### src/uart_pkg.sv
// shared bus, register and frame types; LC bits 1:0 hold the word length code (data bits - 5)
package uart_pkg;

	// DL1 and DL2 are only reachable while the divisor-latch bit is set
	typedef enum logic [2:0] {
		REG_DL1 = 3'd0,
		REG_IE  = 3'd1,
		REG_FC  = 3'd2,
		REG_LC  = 3'd3
	} reg_addr_e;

	localparam reg_addr_e REG_DL2 = REG_IE; // high divisor byte shares the IE address

	// line control and interrupt enable bit positions
	localparam int LC_STOP  = 2;
	localparam int LC_PEN   = 3;
	localparam int LC_DLAB  = 7;
	localparam int IE_ETBEI = 1;

	typedef enum logic [4:0] {
		IDLE,
		FIRST_READ,
		WAIT_ACK_1,
		WRITE_1,
		WAIT_ACK_2,
		WAIT_STATE_1,
		WRITE_2,
		WAIT_ACK_3,
		WAIT_STATE_2,
		WRITE_3,
		WAIT_ACK_4,
		WAIT_PRE_READ,
		READ_2,
		WAIT_ACK_5,
		WRITE_4,
		WAIT_ACK_6,
		WAIT_STATE_3,
		WRITE_5,
		WAIT_ACK_7,
		WAIT_PRE_READ_2,
		READ_3,
		WAIT_ACK_8,
		WRITE_6,
		WAIT_ACK_9,
		CONF_DONE
	} cfg_state_e;

	typedef struct packed {
		logic       cyc;
		logic       stb;
		logic       we;
		reg_addr_e  addr;
		logic [7:0] wdata;
	} wb_req_t;

	typedef struct packed {
		logic       ack;
		logic [7:0] rdata;
	} wb_rsp_t;

	typedef struct packed {
		logic [15:0] divisor;
		logic [1:0]  data_bits;
		logic        two_stop;
		logic        parity_en;
	} frame_cfg_t;

endpackage

### src/uart_regs.sv
// register slave with no THR or LSR; writes to address 0 with the divisor latch clear are dropped
`timescale 1ns/100ps

module uart_regs import uart_pkg::*; (
	input  logic       clk,
	input  logic       rstn,
	input  wb_req_t    req_i,
	input  logic       tx_idle_i,
	output wb_rsp_t    rsp_o,
	output frame_cfg_t cfg_o,
	output logic       irq_o
);

	logic [7:0]  lc_q;
	logic [15:0] dl_q;
	logic [7:0]  fc_q;
	logic [7:0]  ie_q;
	logic        ack_q;
	logic [7:0]  rdata_q;
	logic [7:0]  rdata_nxt;
	logic        dlab;
	logic        access;

	assign dlab = lc_q[LC_DLAB];

	// the master drops stb before its next access, so one ack per strobe is enough
	assign access = req_i.cyc & req_i.stb & !ack_q;

	always_comb begin
		rdata_nxt = 8'h00;
		case (req_i.addr)
			REG_DL1: rdata_nxt = dlab ? dl_q[7:0] : 8'h00;
			REG_IE:  rdata_nxt = dlab ? dl_q[15:8] : ie_q;
			REG_FC:  rdata_nxt = fc_q;
			REG_LC:  rdata_nxt = lc_q;
			default: rdata_nxt = 8'h00;
		endcase
	end

	always_ff @(posedge clk or negedge rstn) begin
		if (!rstn) begin
			lc_q  <= 8'h03; // 8 data bits, one stop, no parity
			dl_q  <= 16'd1;
			fc_q  <= 8'h00;
			ie_q  <= 8'h00;
			ack_q <= 1'b0;
		end else begin
			ack_q <= access;
			if (access && req_i.we) begin
				case (req_i.addr)
					REG_DL1: begin
						if (dlab)
							dl_q[7:0] <= req_i.wdata;
					end
					REG_IE: begin
						if (dlab)
							dl_q[15:8] <= req_i.wdata;
						else
							ie_q <= req_i.wdata;
					end
					REG_FC:  fc_q <= req_i.wdata;
					REG_LC:  lc_q <= req_i.wdata;
					default: ;
				endcase
			end
		end
	end

	// read data goes out together with ack
	always_ff @(posedge clk) begin
		if (access)
			rdata_q <= rdata_nxt;
	end

	assign rsp_o = '{ack: ack_q, rdata: rdata_q};
	assign cfg_o = '{divisor: dl_q, data_bits: lc_q[1:0],
		two_stop: lc_q[LC_STOP], parity_en: lc_q[LC_PEN]};

	assign irq_o = ie_q[IE_ETBEI] & tx_idle_i; // transmit-empty interrupt only

endmodule

### src/uart_config_seq.sv
// one-shot bus master; a second start pulse after CONF_DONE is ignored until reset
`timescale 1ns/100ps

module uart_config_seq import uart_pkg::*; #(
	parameter int unsigned DIVISOR         = 16,  // clock cycles per bit, 1 to 65535
	parameter int unsigned N_DATA_BITS     = 8,   // 5 to 8
	parameter bit          PARITY_EN       = 1'b0,
	parameter bit          SINGLE_STOP_BIT = 1'b1
) (
	input  logic    clk,
	input  logic    rstn,
	input  logic    start_i,
	input  wb_rsp_t rsp_i,
	output wb_req_t req_o,
	output logic    config_done_o
);

	localparam logic [15:0] DIV_VAL  = 16'(DIVISOR);
	localparam logic [1:0]  WLS_CODE = 2'(N_DATA_BITS - 5);

	cfg_state_e state;
	cfg_state_e state_nxt;
	logic       ack_sampled;
	logic       advance;
	logic       issue;
	logic       waiting;
	logic [7:0] rd_data;
	logic [7:0] lc_fmt;

	// states are listed in walk order, so every move is one step forward
	always_comb begin
		case (state)
			IDLE: advance = start_i;
			WAIT_ACK_1, WAIT_ACK_2, WAIT_ACK_3, WAIT_ACK_4, WAIT_ACK_5,
			WAIT_ACK_6, WAIT_ACK_7, WAIT_ACK_8, WAIT_ACK_9: advance = ack_sampled;
			CONF_DONE: advance = 1'b0;
			default: advance = 1'b1;
		endcase
		state_nxt = advance ? cfg_state_e'(state + 5'd1) : state;
	end

	assign issue = state inside {FIRST_READ, WRITE_1, WRITE_2, WRITE_3, READ_2,
		WRITE_4, WRITE_5, READ_3, WRITE_6};
	assign waiting = state inside {WAIT_ACK_1, WAIT_ACK_2, WAIT_ACK_3, WAIT_ACK_4,
		WAIT_ACK_5, WAIT_ACK_6, WAIT_ACK_7, WAIT_ACK_8, WAIT_ACK_9};

	// frame format goes in while the other read bits are left alone
	always_comb begin
		lc_fmt          = rd_data;
		lc_fmt[1:0]     = WLS_CODE;
		lc_fmt[LC_STOP] = !SINGLE_STOP_BIT;
		lc_fmt[LC_PEN]  = PARITY_EN;
		lc_fmt[LC_DLAB] = 1'b0;
	end

	// issue and wait states of one access drive the same address, we and data
	always_comb begin
		req_o.addr  = REG_DL1;
		req_o.we    = 1'b0;
		req_o.wdata = 8'h00;
		case (state)
			FIRST_READ, WAIT_ACK_1, READ_2, WAIT_ACK_5: begin
				req_o.addr = REG_LC;
			end
			WRITE_1, WAIT_ACK_2: begin
				req_o.addr  = REG_LC;
				req_o.we    = 1'b1;
				req_o.wdata = rd_data | (8'd1 << LC_DLAB);
			end
			WRITE_2, WAIT_ACK_3: begin
				req_o.addr  = REG_DL2;
				req_o.we    = 1'b1;
				req_o.wdata = DIV_VAL[15:8];
			end
			WRITE_3, WAIT_ACK_4: begin
				req_o.addr  = REG_DL1;
				req_o.we    = 1'b1;
				req_o.wdata = DIV_VAL[7:0];
			end
			WRITE_4, WAIT_ACK_6: begin
				req_o.addr  = REG_LC;
				req_o.we    = 1'b1;
				req_o.wdata = lc_fmt;
			end
			WRITE_5, WAIT_ACK_7: begin
				req_o.addr = REG_FC;
				req_o.we   = 1'b1;
			end
			READ_3, WAIT_ACK_8: begin
				req_o.addr = REG_IE;
			end
			WRITE_6, WAIT_ACK_9: begin
				req_o.addr  = REG_IE;
				req_o.we    = 1'b1;
				req_o.wdata = rd_data | (8'd1 << IE_ETBEI);
			end
			default: ;
		endcase
	end

	// the request drops in the cycle the sampled ack shows up
	assign req_o.cyc = issue | (waiting & !ack_sampled);
	assign req_o.stb = issue | (waiting & !ack_sampled);

	assign config_done_o = (state == CONF_DONE);

	always_ff @(posedge clk or negedge rstn) begin
		if (!rstn) begin
			state       <= IDLE;
			ack_sampled <= 1'b0;
		end else begin
			state       <= state_nxt;
			ack_sampled <= rsp_i.ack;
		end
	end

	always_ff @(posedge clk) begin
		if (rsp_i.ack && !req_o.we)
			rd_data <= rsp_i.rdata; // read data is valid with ack
	end

endmodule

### src/uart_tx_framer.sv
// LSB-first framer, one bit per divisor cycles; a divisor of 0 gives 65536-cycle bits
`timescale 1ns/100ps

module uart_tx_framer import uart_pkg::*; (
	input  logic       clk,
	input  logic       rstn,
	input  frame_cfg_t cfg_i,
	input  logic       enable_i,
	input  logic [7:0] tx_data_i,
	input  logic       tx_valid_i,
	output logic       tx_o,
	output logic       tx_busy_o
);

	logic        busy_q;
	logic        tx_q;
	logic [15:0] baud_cnt;
	logic [3:0]  bits_left;
	logic [10:0] shift_q;
	logic [11:0] frame;
	logic [3:0]  n_data;
	logic [3:0]  n_bits;
	logic [7:0]  data_mask;
	logic        parity;
	logic        accept;
	logic        bit_end;

	assign n_data    = 4'd5 + 4'(cfg_i.data_bits);
	assign n_bits    = 4'd2 + n_data + 4'(cfg_i.parity_en) + 4'(cfg_i.two_stop);
	assign data_mask = 8'hff >> (2'd3 - cfg_i.data_bits);
	assign parity    = ^(tx_data_i & data_mask); // even parity over the used bits only

	assign accept  = enable_i & tx_valid_i & !busy_q;
	assign bit_end = busy_q && (baud_cnt == 16'd0);

	// unused data positions and everything above are ones, so the stop bits come for free
	always_comb begin
		frame = {3'b111, tx_data_i | ~data_mask, 1'b0};
		if (cfg_i.parity_en)
			frame[n_data + 4'd1] = parity;
	end

	always_ff @(posedge clk or negedge rstn) begin
		if (!rstn) begin
			busy_q    <= 1'b0;
			tx_q      <= 1'b1;
			baud_cnt  <= 16'd0;
			bits_left <= 4'd0;
		end else if (accept) begin
			busy_q    <= 1'b1;
			tx_q      <= frame[0]; // start bit begins on the accepting edge
			baud_cnt  <= cfg_i.divisor - 16'd1;
			bits_left <= n_bits - 4'd1;
		end else if (bit_end) begin
			baud_cnt <= cfg_i.divisor - 16'd1;
			if (bits_left == 4'd0) begin
				busy_q <= 1'b0;
				tx_q   <= 1'b1;
			end else begin
				tx_q      <= shift_q[0];
				bits_left <= bits_left - 4'd1;
			end
		end else if (busy_q) begin
			baud_cnt <= baud_cnt - 16'd1;
		end
	end

	// remaining frame bits, shifted out at each bit boundary
	always_ff @(posedge clk) begin
		if (accept)
			shift_q <= frame[11:1];
		else if (bit_end)
			shift_q <= {1'b1, shift_q[10:1]};
	end

	assign tx_o      = tx_q;
	assign tx_busy_o = busy_q;

endmodule

### src/uart_subsystem.sv
// transmit-only UART; strobes before config_done_o or during a frame are dropped
`timescale 1ns/100ps

module uart_subsystem import uart_pkg::*; #(
	parameter int unsigned DIVISOR         = 16,
	parameter int unsigned N_DATA_BITS     = 8,
	parameter bit          PARITY_EN       = 1'b0,
	parameter bit          SINGLE_STOP_BIT = 1'b1
) (
	input  logic       clk,
	input  logic       rstn,
	input  logic       start_config_i,
	input  logic [7:0] tx_data_i,
	input  logic       tx_valid_i,
	output logic       config_done_o,
	output logic       tx_o,
	output logic       tx_busy_o,
	output logic       irq_o
);

	wb_req_t    bus_req;
	wb_rsp_t    bus_rsp;
	frame_cfg_t frame_cfg;

	uart_config_seq #(
		.DIVISOR         (DIVISOR),
		.N_DATA_BITS     (N_DATA_BITS),
		.PARITY_EN       (PARITY_EN),
		.SINGLE_STOP_BIT (SINGLE_STOP_BIT)
	) u_config_seq (
		.clk           (clk),
		.rstn          (rstn),
		.start_i       (start_config_i),
		.rsp_i         (bus_rsp),
		.req_o         (bus_req),
		.config_done_o (config_done_o)
	);

	uart_regs u_regs (
		.clk       (clk),
		.rstn      (rstn),
		.req_i     (bus_req),
		.tx_idle_i (!tx_busy_o),
		.rsp_o     (bus_rsp),
		.cfg_o     (frame_cfg),
		.irq_o     (irq_o)
	);

	uart_tx_framer u_tx_framer (
		.clk        (clk),
		.rstn       (rstn),
		.cfg_i      (frame_cfg),
		.enable_i   (config_done_o), // divisor and format are final only after configuration
		.tx_data_i  (tx_data_i),
		.tx_valid_i (tx_valid_i),
		.tx_o       (tx_o),
		.tx_busy_o  (tx_busy_o)
	);

endmodule

### config.mk
export PLATFORM = sky130hd
export DESIGN_NAME = uart_subsystem
export DESIGN_NICKNAME = d
export VERILOG_FILES = /design/src/uart_pkg.sv /design/src/uart_regs.sv /design/src/uart_config_seq.sv /design/src/uart_tx_framer.sv /design/src/uart_subsystem.sv
export SDC_FILE = /design/constraint.sdc
export NUM_CORES = 1
export LEC_CHECK = 0
export ABC_AREA = 1
export BUFFER_PORTS_ARGS = -buffer_cell sky130_fd_sc_hd__buf_2
export CAP_MARGIN = 25
export CORE_ASPECT_RATIO = 1.4
export CORE_MARGIN = 8
export CORE_UTILIZATION = 57
export CTS_CLUSTER_SIZE = 14
export DETAILED_ROUTE_END_ITERATION = 7
export GPL_ROUTABILITY_DRIVEN = 1
export PLACE_DENSITY = 0.88
export SYNTH_ARGS = -nofsm -noshare
export SYNTH_HDL_FRONTEND = slang
export SYNTH_SLANG_ARGS = --single-unit
### constraint.sdc
create_clock -name clk -period 2.7 [get_ports clk]
set_input_delay 0.135 -clock clk [delete_from_list [all_inputs] [get_ports clk]]
set_output_delay 0.135 -clock clk [all_outputs]
set_load 0.02 [all_outputs]
# Word-level counts from Yosys, hierarchy flattened

Index checks and enable logic that the tools add are counted.

Word-level logic and storage cells: 121
Input port bits: 12
Register bits after elaboration: 96
Output and inout bits: 4

Reduce and logical (&&, ||, !) cells: 34
Order comparisons: 2
$add $sub $neg: 11
Equality and inequality tests: 23
Muxes and demuxes: 25
Shifts and indexed selects: 1
Bitwise operators: 10

Operators by type and width:

| operator                                           | number |
|---|---|
| one-hot mux 8 bit (4 select lines)                 | 2 |
| 2-to-1 mux 16 bit                                  | 3 |
| == test 5 bit, second input constant               | 7 |
| subtractor 16 x 1 -> 16 bit, second input constant | 2 |
| == test 5 x 4 -> 1 bit, second input constant      | 6 |
| 2-to-1 mux 11 bit                                  | 2 |
| nonzero test 9 bit                                 | 2 |
| logical NOT 16 bit                                 | 1 |
| 2-to-1 mux 8 bit                                   | 2 |
| == test 5 x 3 -> 1 bit, second input constant      | 3 |
| bitwise mux 12 bit                                 | 1 |
| 2-to-1 mux 12 bit                                  | 1 |
| 2-to-1 mux 4 bit                                   | 3 |
| OR reduction 12 bit                                | 1 |
| == test 5 x 2 -> 1 bit, second input constant      | 2 |
| OR reduction 2 bit                                 | 5 |
| AND reduction 3 bit                                | 3 |
| OR reduction 9 bit                                 | 1 |
| adder 4 x 1 -> 4 bit                               | 2 |
| AND 8 bit                                          | 1 |
| 2-to-1 mux 1 bit                                   | 8 |
| NOT 8 bit                                          | 1 |
| OR 8 bit                                           | 1 |
| AND reduction 2 bit                                | 4 |
| 29 further kinds                                   | 42 |

# Logic depth before layout (Yosys ltp)

Word-level depth: 9
Mapped depth: 16
Depth with buffers taken out: 15

# Modules after synthesis

A second synthesis with hierarchy kept.

Cells, all modules: 829
Area, all modules: 6222.2 um^2

By module, submodules not included:

| module          | cells each | times used | area each (um^2) | seq. area each (um^2) |
|---|---|---|---|---|
| uart_tx_framer  | 413        | 1          | 2813.9           | 882.1 |
| uart_regs       | 278        | 1          | 2367.3           | 1270.0 |
| uart_config_seq | 137        | 1          | 1037.2           | 390.4 |
| uart_subsystem  | 1          | 1          | 3.8              | 0.0 |

# Worst setup path after synthesis

No wires, ideal clock.

Path type: flip-flop to flip-flop
Start point: reg u_config_seq.state[0]
End point: reg u_regs.dl_q[10]
Slack: 0.170 ns
Required time: 2.580 ns
Buffers on the path: 0
Arrival: 2.410 ns
Period minus slack after synthesis: 2.530 ns
Cell stages (with the launch flop): 13
Setup time: 0.120 ns
Cells stage by stage: dfrtp_1 ha_1 inv_1 nor2_1 ha_1 inv_1 and2_1 nand3_1 nand2_1 a21oi_1 nand4_1 nand2_1 nand2_1

Cells in the longest elaborated chain, start to end: 7
Elaborated cells on any way between the ends: 37
Classes of those cells: 19 x eq/ne; 3 x mux; 3 x bitwise; 12 x reduce/logical

RTL lines:

| item                                                 | RTL line                                       | RTL |
|---|---|---|
| start: declaration                                   | uart_config_seq.sv:21                          | `cfg_state_e state;` |
| start signal: assignment                             | uart_config_seq.sv:112                         | `state <= state_nxt;` |
| == test 5 x 2 -> 1 bit, or another cell as far along | uart_config_seq.sv:44                          | `assign waiting = state inside {WAIT_ACK_1, WAIT_ACK_2, WAIT_ACK_3, WAIT_ACK_4,` |
| nonzero test 9 bit                                   | uart_config_seq.sv:44                          |  |
| AND 1 bit                                            | uart_config_seq.sv:102, uart_config_seq.sv:103 |  |
| OR 1 bit *                                           | uart_config_seq.sv:102, uart_config_seq.sv:103 |  |
| AND 1 bit *                                          | uart_regs.sv:27                                | `assign access = req_i.cyc & req_i.stb & !ack_q;` |
| named net u_regs.access                              | uart_regs.sv:22                                | `logic access;` |
| logical AND 1 bit *                                  | uart_regs.sv:49                                | `if (access && req_i.we) begin` |
| AND reduction 3 bit (no source line) *               | --                                             |  |
| end signal: assignment                               | uart_regs.sv:57                                | `dl_q[15:8] <= req_i.wdata;` |
| end: declaration                                     | uart_regs.sv:15                                | `logic [15:0] dl_q;` |

Mark *: on every way through the listed nets, which the timed path passes. The rest lies on a longest branch.
A chain may end at the register's enable or synchronous reset.

# Final worst setup path

Start point: reg u_config_seq.state[0]
End point: reg u_regs.rdata_q[1] (data pin)

Cells in the longest elaborated chain, start to end: 5
Elaborated cells on any way between the ends: 25
Classes of those cells: 19 x eq/ne; 2 x mux; 4 x reduce/logical

RTL lines:

| item                                                              | RTL line              | RTL |
|---|---|---|
| == test 5 x 4 -> 1 bit, or another cell as far along              | uart_config_seq.sv:61 | `case (state)` |
| OR reduction 8 bit (no source line), or another cell as far along | --                    |  |
| one-hot mux 2 bit (3 select lines) *                              | uart_config_seq.sv:61 |  |
| == test 2 bit, or another cell as far along                       | uart_regs.sv:31       | `case (req_i.addr)` |
| one-hot mux 8 bit (4 select lines) *                              | uart_regs.sv:31       |  |
| named net u_regs.rdata_nxt[1]                                     | uart_regs.sv:20       | `logic [7:0] rdata_nxt;` |
| end signal: assignment                                            | uart_regs.sv:72       | `rdata_q <= rdata_nxt;` |
| end: declaration                                                  | uart_regs.sv:19       | `logic [7:0] rdata_q;` |

Marks and branches as above.

==> impl_metrics.ini <==
[placed_design]
dp_hpwl_mm = 10.3
portBuffers = 15
place_congestion = 0.991

[sta]
fin_crit_ns = 2.55
slew_violations = 0
worst_pin_slew_ns = 0.459
finClkSkew_ns = 0.00594
grt_setup_unrepaired = no
slew_headroom_pct = 69.3
post-route-period-util_pct = 94.4
hold_slack_ns = 0.111
finalSetupViolCount = 0
fin_setup_tns_ns = 0
final-hold-violation-count = 0
clock.fmax_ghz = 0.392

[floorplanning]
io_pins = 16
std_cell_rows = 43
die_width_um = 100
core_mm2 = 0.00979
die_area_mm2 = 0.0134
initial_core_util_pct = 57.5
die_y_um = 134

[drt]
vias = 4948
wl_mm = 14.1
dr.pass1.iters = 5
drt_iter0_drc = 431
routedWlPerCell_um = 16.0
routed_via_density = 5.64
ant_nets = 0
route.detailed.drc = 0

[setup_path]
crit_path_start = u_config_seq.state[0]
path_class = flip-flop to flip-flop
crit_fanout = 9
crit_path_end_kind = flip-flop
slowest_stage = dfrtp_1
cp.required_ns = 2.77
r2r_setup_slack_ns = 0.15
cp_slowest_stage_delay_ns = 0.44
path_cells = inv_1, ha_1, inv_1, nor2_1, nand2_2, nand2_1, nor2_1, nand2_1, nor2_1, nand2_1, o22ai_1, nand3b_1
worst_r2r_startpoint = u_config_seq.state[0]
cp.arrival_ns = 2.61
cp-start-kind = flip-flop

[synth]
synth_cells = 713
synth_edf_count = 27
yosysMostFrequentCell = nand2_1
synth_common_cells = nand2_1 (175), inv_1 (101), nor2_1 (77)
synthTopCellsByArea = dfrtp_1 (29%), edfxtp_1 (14%), nand2_1 (12%)
synth_top_area_share_pct = 28.9
async_flop_share_pct = 71.9
syn_area_per_cell_um2 = 7.90
synthFlopType = dfrtp_1
synth_seq_cells = 96
netlist.top_cell.by_area = dfrtp_1
syn_area_mm2 = 0.00563
ys_warn_count = 0
synth_nets = 746
ys_types = 40
ys_seq_area_share_pct = 45.1

[pwr]
powerDensity_mw_per_mm2 = 571
switching_share_pct = 25.7
power_switching_uw = 923
irDropWorstVdd_v = 0.000399
pwr-share-comb_pct = 12.5
p_leak_uw = 0.00300
clkPwrFrac_pct = 40.8
internal_power_uw = 2660
pwr-share-seq_pct = 46.7

[flow_run]
cap_violations = 0

[min_path]
hp-start = tx_data_i[2]
hp-class = primary input to flip-flop

[grt]
grt_pass1_vias = 4943
grt_pass1_wl_mm = 23.0
grt_antenna_before_repair = 0
grt_overflow = 0
track_usage_pct = 21.7
grt_start_max_net_pins = 61

[cts]
clk_latency_ns = 0.35
clock_path_buffers = 2
clockRootBuffer = clkbuf_16
clkTransAtPathRegs_ns = 0.06
cts_htree_levels = 3
cts_sinks = 96
tritoncts = yes
cts-buffers-inserted = 9

[outcome]
status = completed

[layout]
final_layout_size_suffix_gt1_share_pct = 9.42
nFillCells = 785
syn_to_final_growth_pct = 11.5
utilization_pct = 64.1
antenna_cells = 0
nets = 771
routing by layer:
metal | part of all wire (%) | track usage, % | vias up
met4 | 4.9 | 13.4 | 0
li1 | - | - | 2334
met3 | 5.5 | 4.07 | 60
met2 | 52 | 38.6 | 216
met5 | 0 | 0 | -
met1 | 37 | 22.8 | 2338
critical path: cells and delay by family, from the launching register on:
family          cells  cell delay (ns)
flops               1             0.44
compound gates      1             0.13
simple gates        8             1.33
fa+ha+maj           1             0.18
buf+inv             2             0.17
sequential cells by signal, summed over array words and instances, names as in the netlist:
signal and count:
u_regs.dl_q 16, u_regs.lc_q 8, u_tx_framer.baud_cnt 16, u_regs.rdata_q 8
u_tx_framer.tx_o 1, u_regs.ie_q 8, u_config_seq.state 5, u_regs.ack_q 1
u_regs.fc_q 8, u_tx_framer.shift_q 11, u_tx_framer.bits_left 4, u_config_seq.ack_sampled 1
u_config_seq.rd_data 8, u_tx_framer.tx_busy_o 1
final cells by class:
cell class	instances	area (um2)	share of cell area [%]
multi-input combinational	497	2620	41.8
sequential	96	2540	40.5
tap	135	169	2.69
inverter	107	407	6.48
clock inverter	7	119	1.89
clock buffer	9	225	3.59
timing repair buffer	27	193	3.07
per-stage QoR:
step | setup slack (ns) | cell area (um2) | power, uW | std cells
after global placement | 0.285 | 5880 | 2110 | 859
after global routing | 0.00865 | 6280 | 3730 | 878
after CTS | 0.164 | 6240 | 3590 | 876
final | 0.152 | 6280 | 3590 | 878
after detailed placement | 0.217 | 5880 | 2140 | 859
after floorplan | 0.170 | 5630 | 2010 | 713
path summary, 6_finish.rpt:
kind | cells after the start | to
max | 12 | u_regs.rdata_q[1]
min | 3 | u_tx_framer.shift_q[2]
max reg2reg | 12 | u_regs.rdata_q[1]
min reg2reg | 0 | u_config_seq.rd_data[3]
max in group asynchronous | 3 | u_regs.dl_q[0]
min in group asynchronous | 2 | u_tx_framer.baud_cnt[11]
timing repair:
| action | in CTS | in global routing |
|---|---|---|
| setup buffers | 0 | 2 |
| hold endpoints to repair | 12 | 0 |
| resized for setup | 0 | 2 |
| hold buffers | 1 | 0 |
| endpoints found under the setup margin | 0 | 22 |
cell usage in the layout (no fill, tap or decap), types with 2 or more instances in the layout:
cell type and n:
a21oi_1 8, bufinv_16 3, inv_1 101, nand4_1 2, nand3_4 2, or2_2 2
nor2_4 6, dfrtp_1 65, inv_4 2, clkbuf_16 9, buf_12 2, edfxtp_1 27
clkinvlp_4 2, o22ai_1 8, nand3_1 57, o31ai_1 2, nor3_1 7, nand3b_1 10
buf_4 9, nand2_2 4, buf_2 15, o211ai_1 14, inv_2 3, ha_1 20
o21ai_1 16, nor2_1 77, nand2_1 175, xor2_1 22, dfstp_2 4, o21ai_0 49
xnor2_1 5, nor3_2 2
power by group through the flow:
stage | Clock (uW) | Combinational (uW) | Sequential, uW
finish | 1460 | 447 | 1680
global route | 1530 | 517 | 1680
CTS | 1480 | 442 | 1670
detailed placement | 0 | 436 | 1700
global placement | 0 | 413 | 1690
floorplan | 0 | 327 | 1680
cell families (layout without fill, tap and decap cells):
group,after synthesis,count (layout),share of synthesized area [%]
simple gates,349,349,27.4
xor+xnor,28,28,4.35
buf+inv,120,150,8.49
flops,96,96,45.1
fa+ha+maj,21,21,4.80
compound gates,99,99,9.80
No activity file was read; power rests on OpenSTA's default activity.
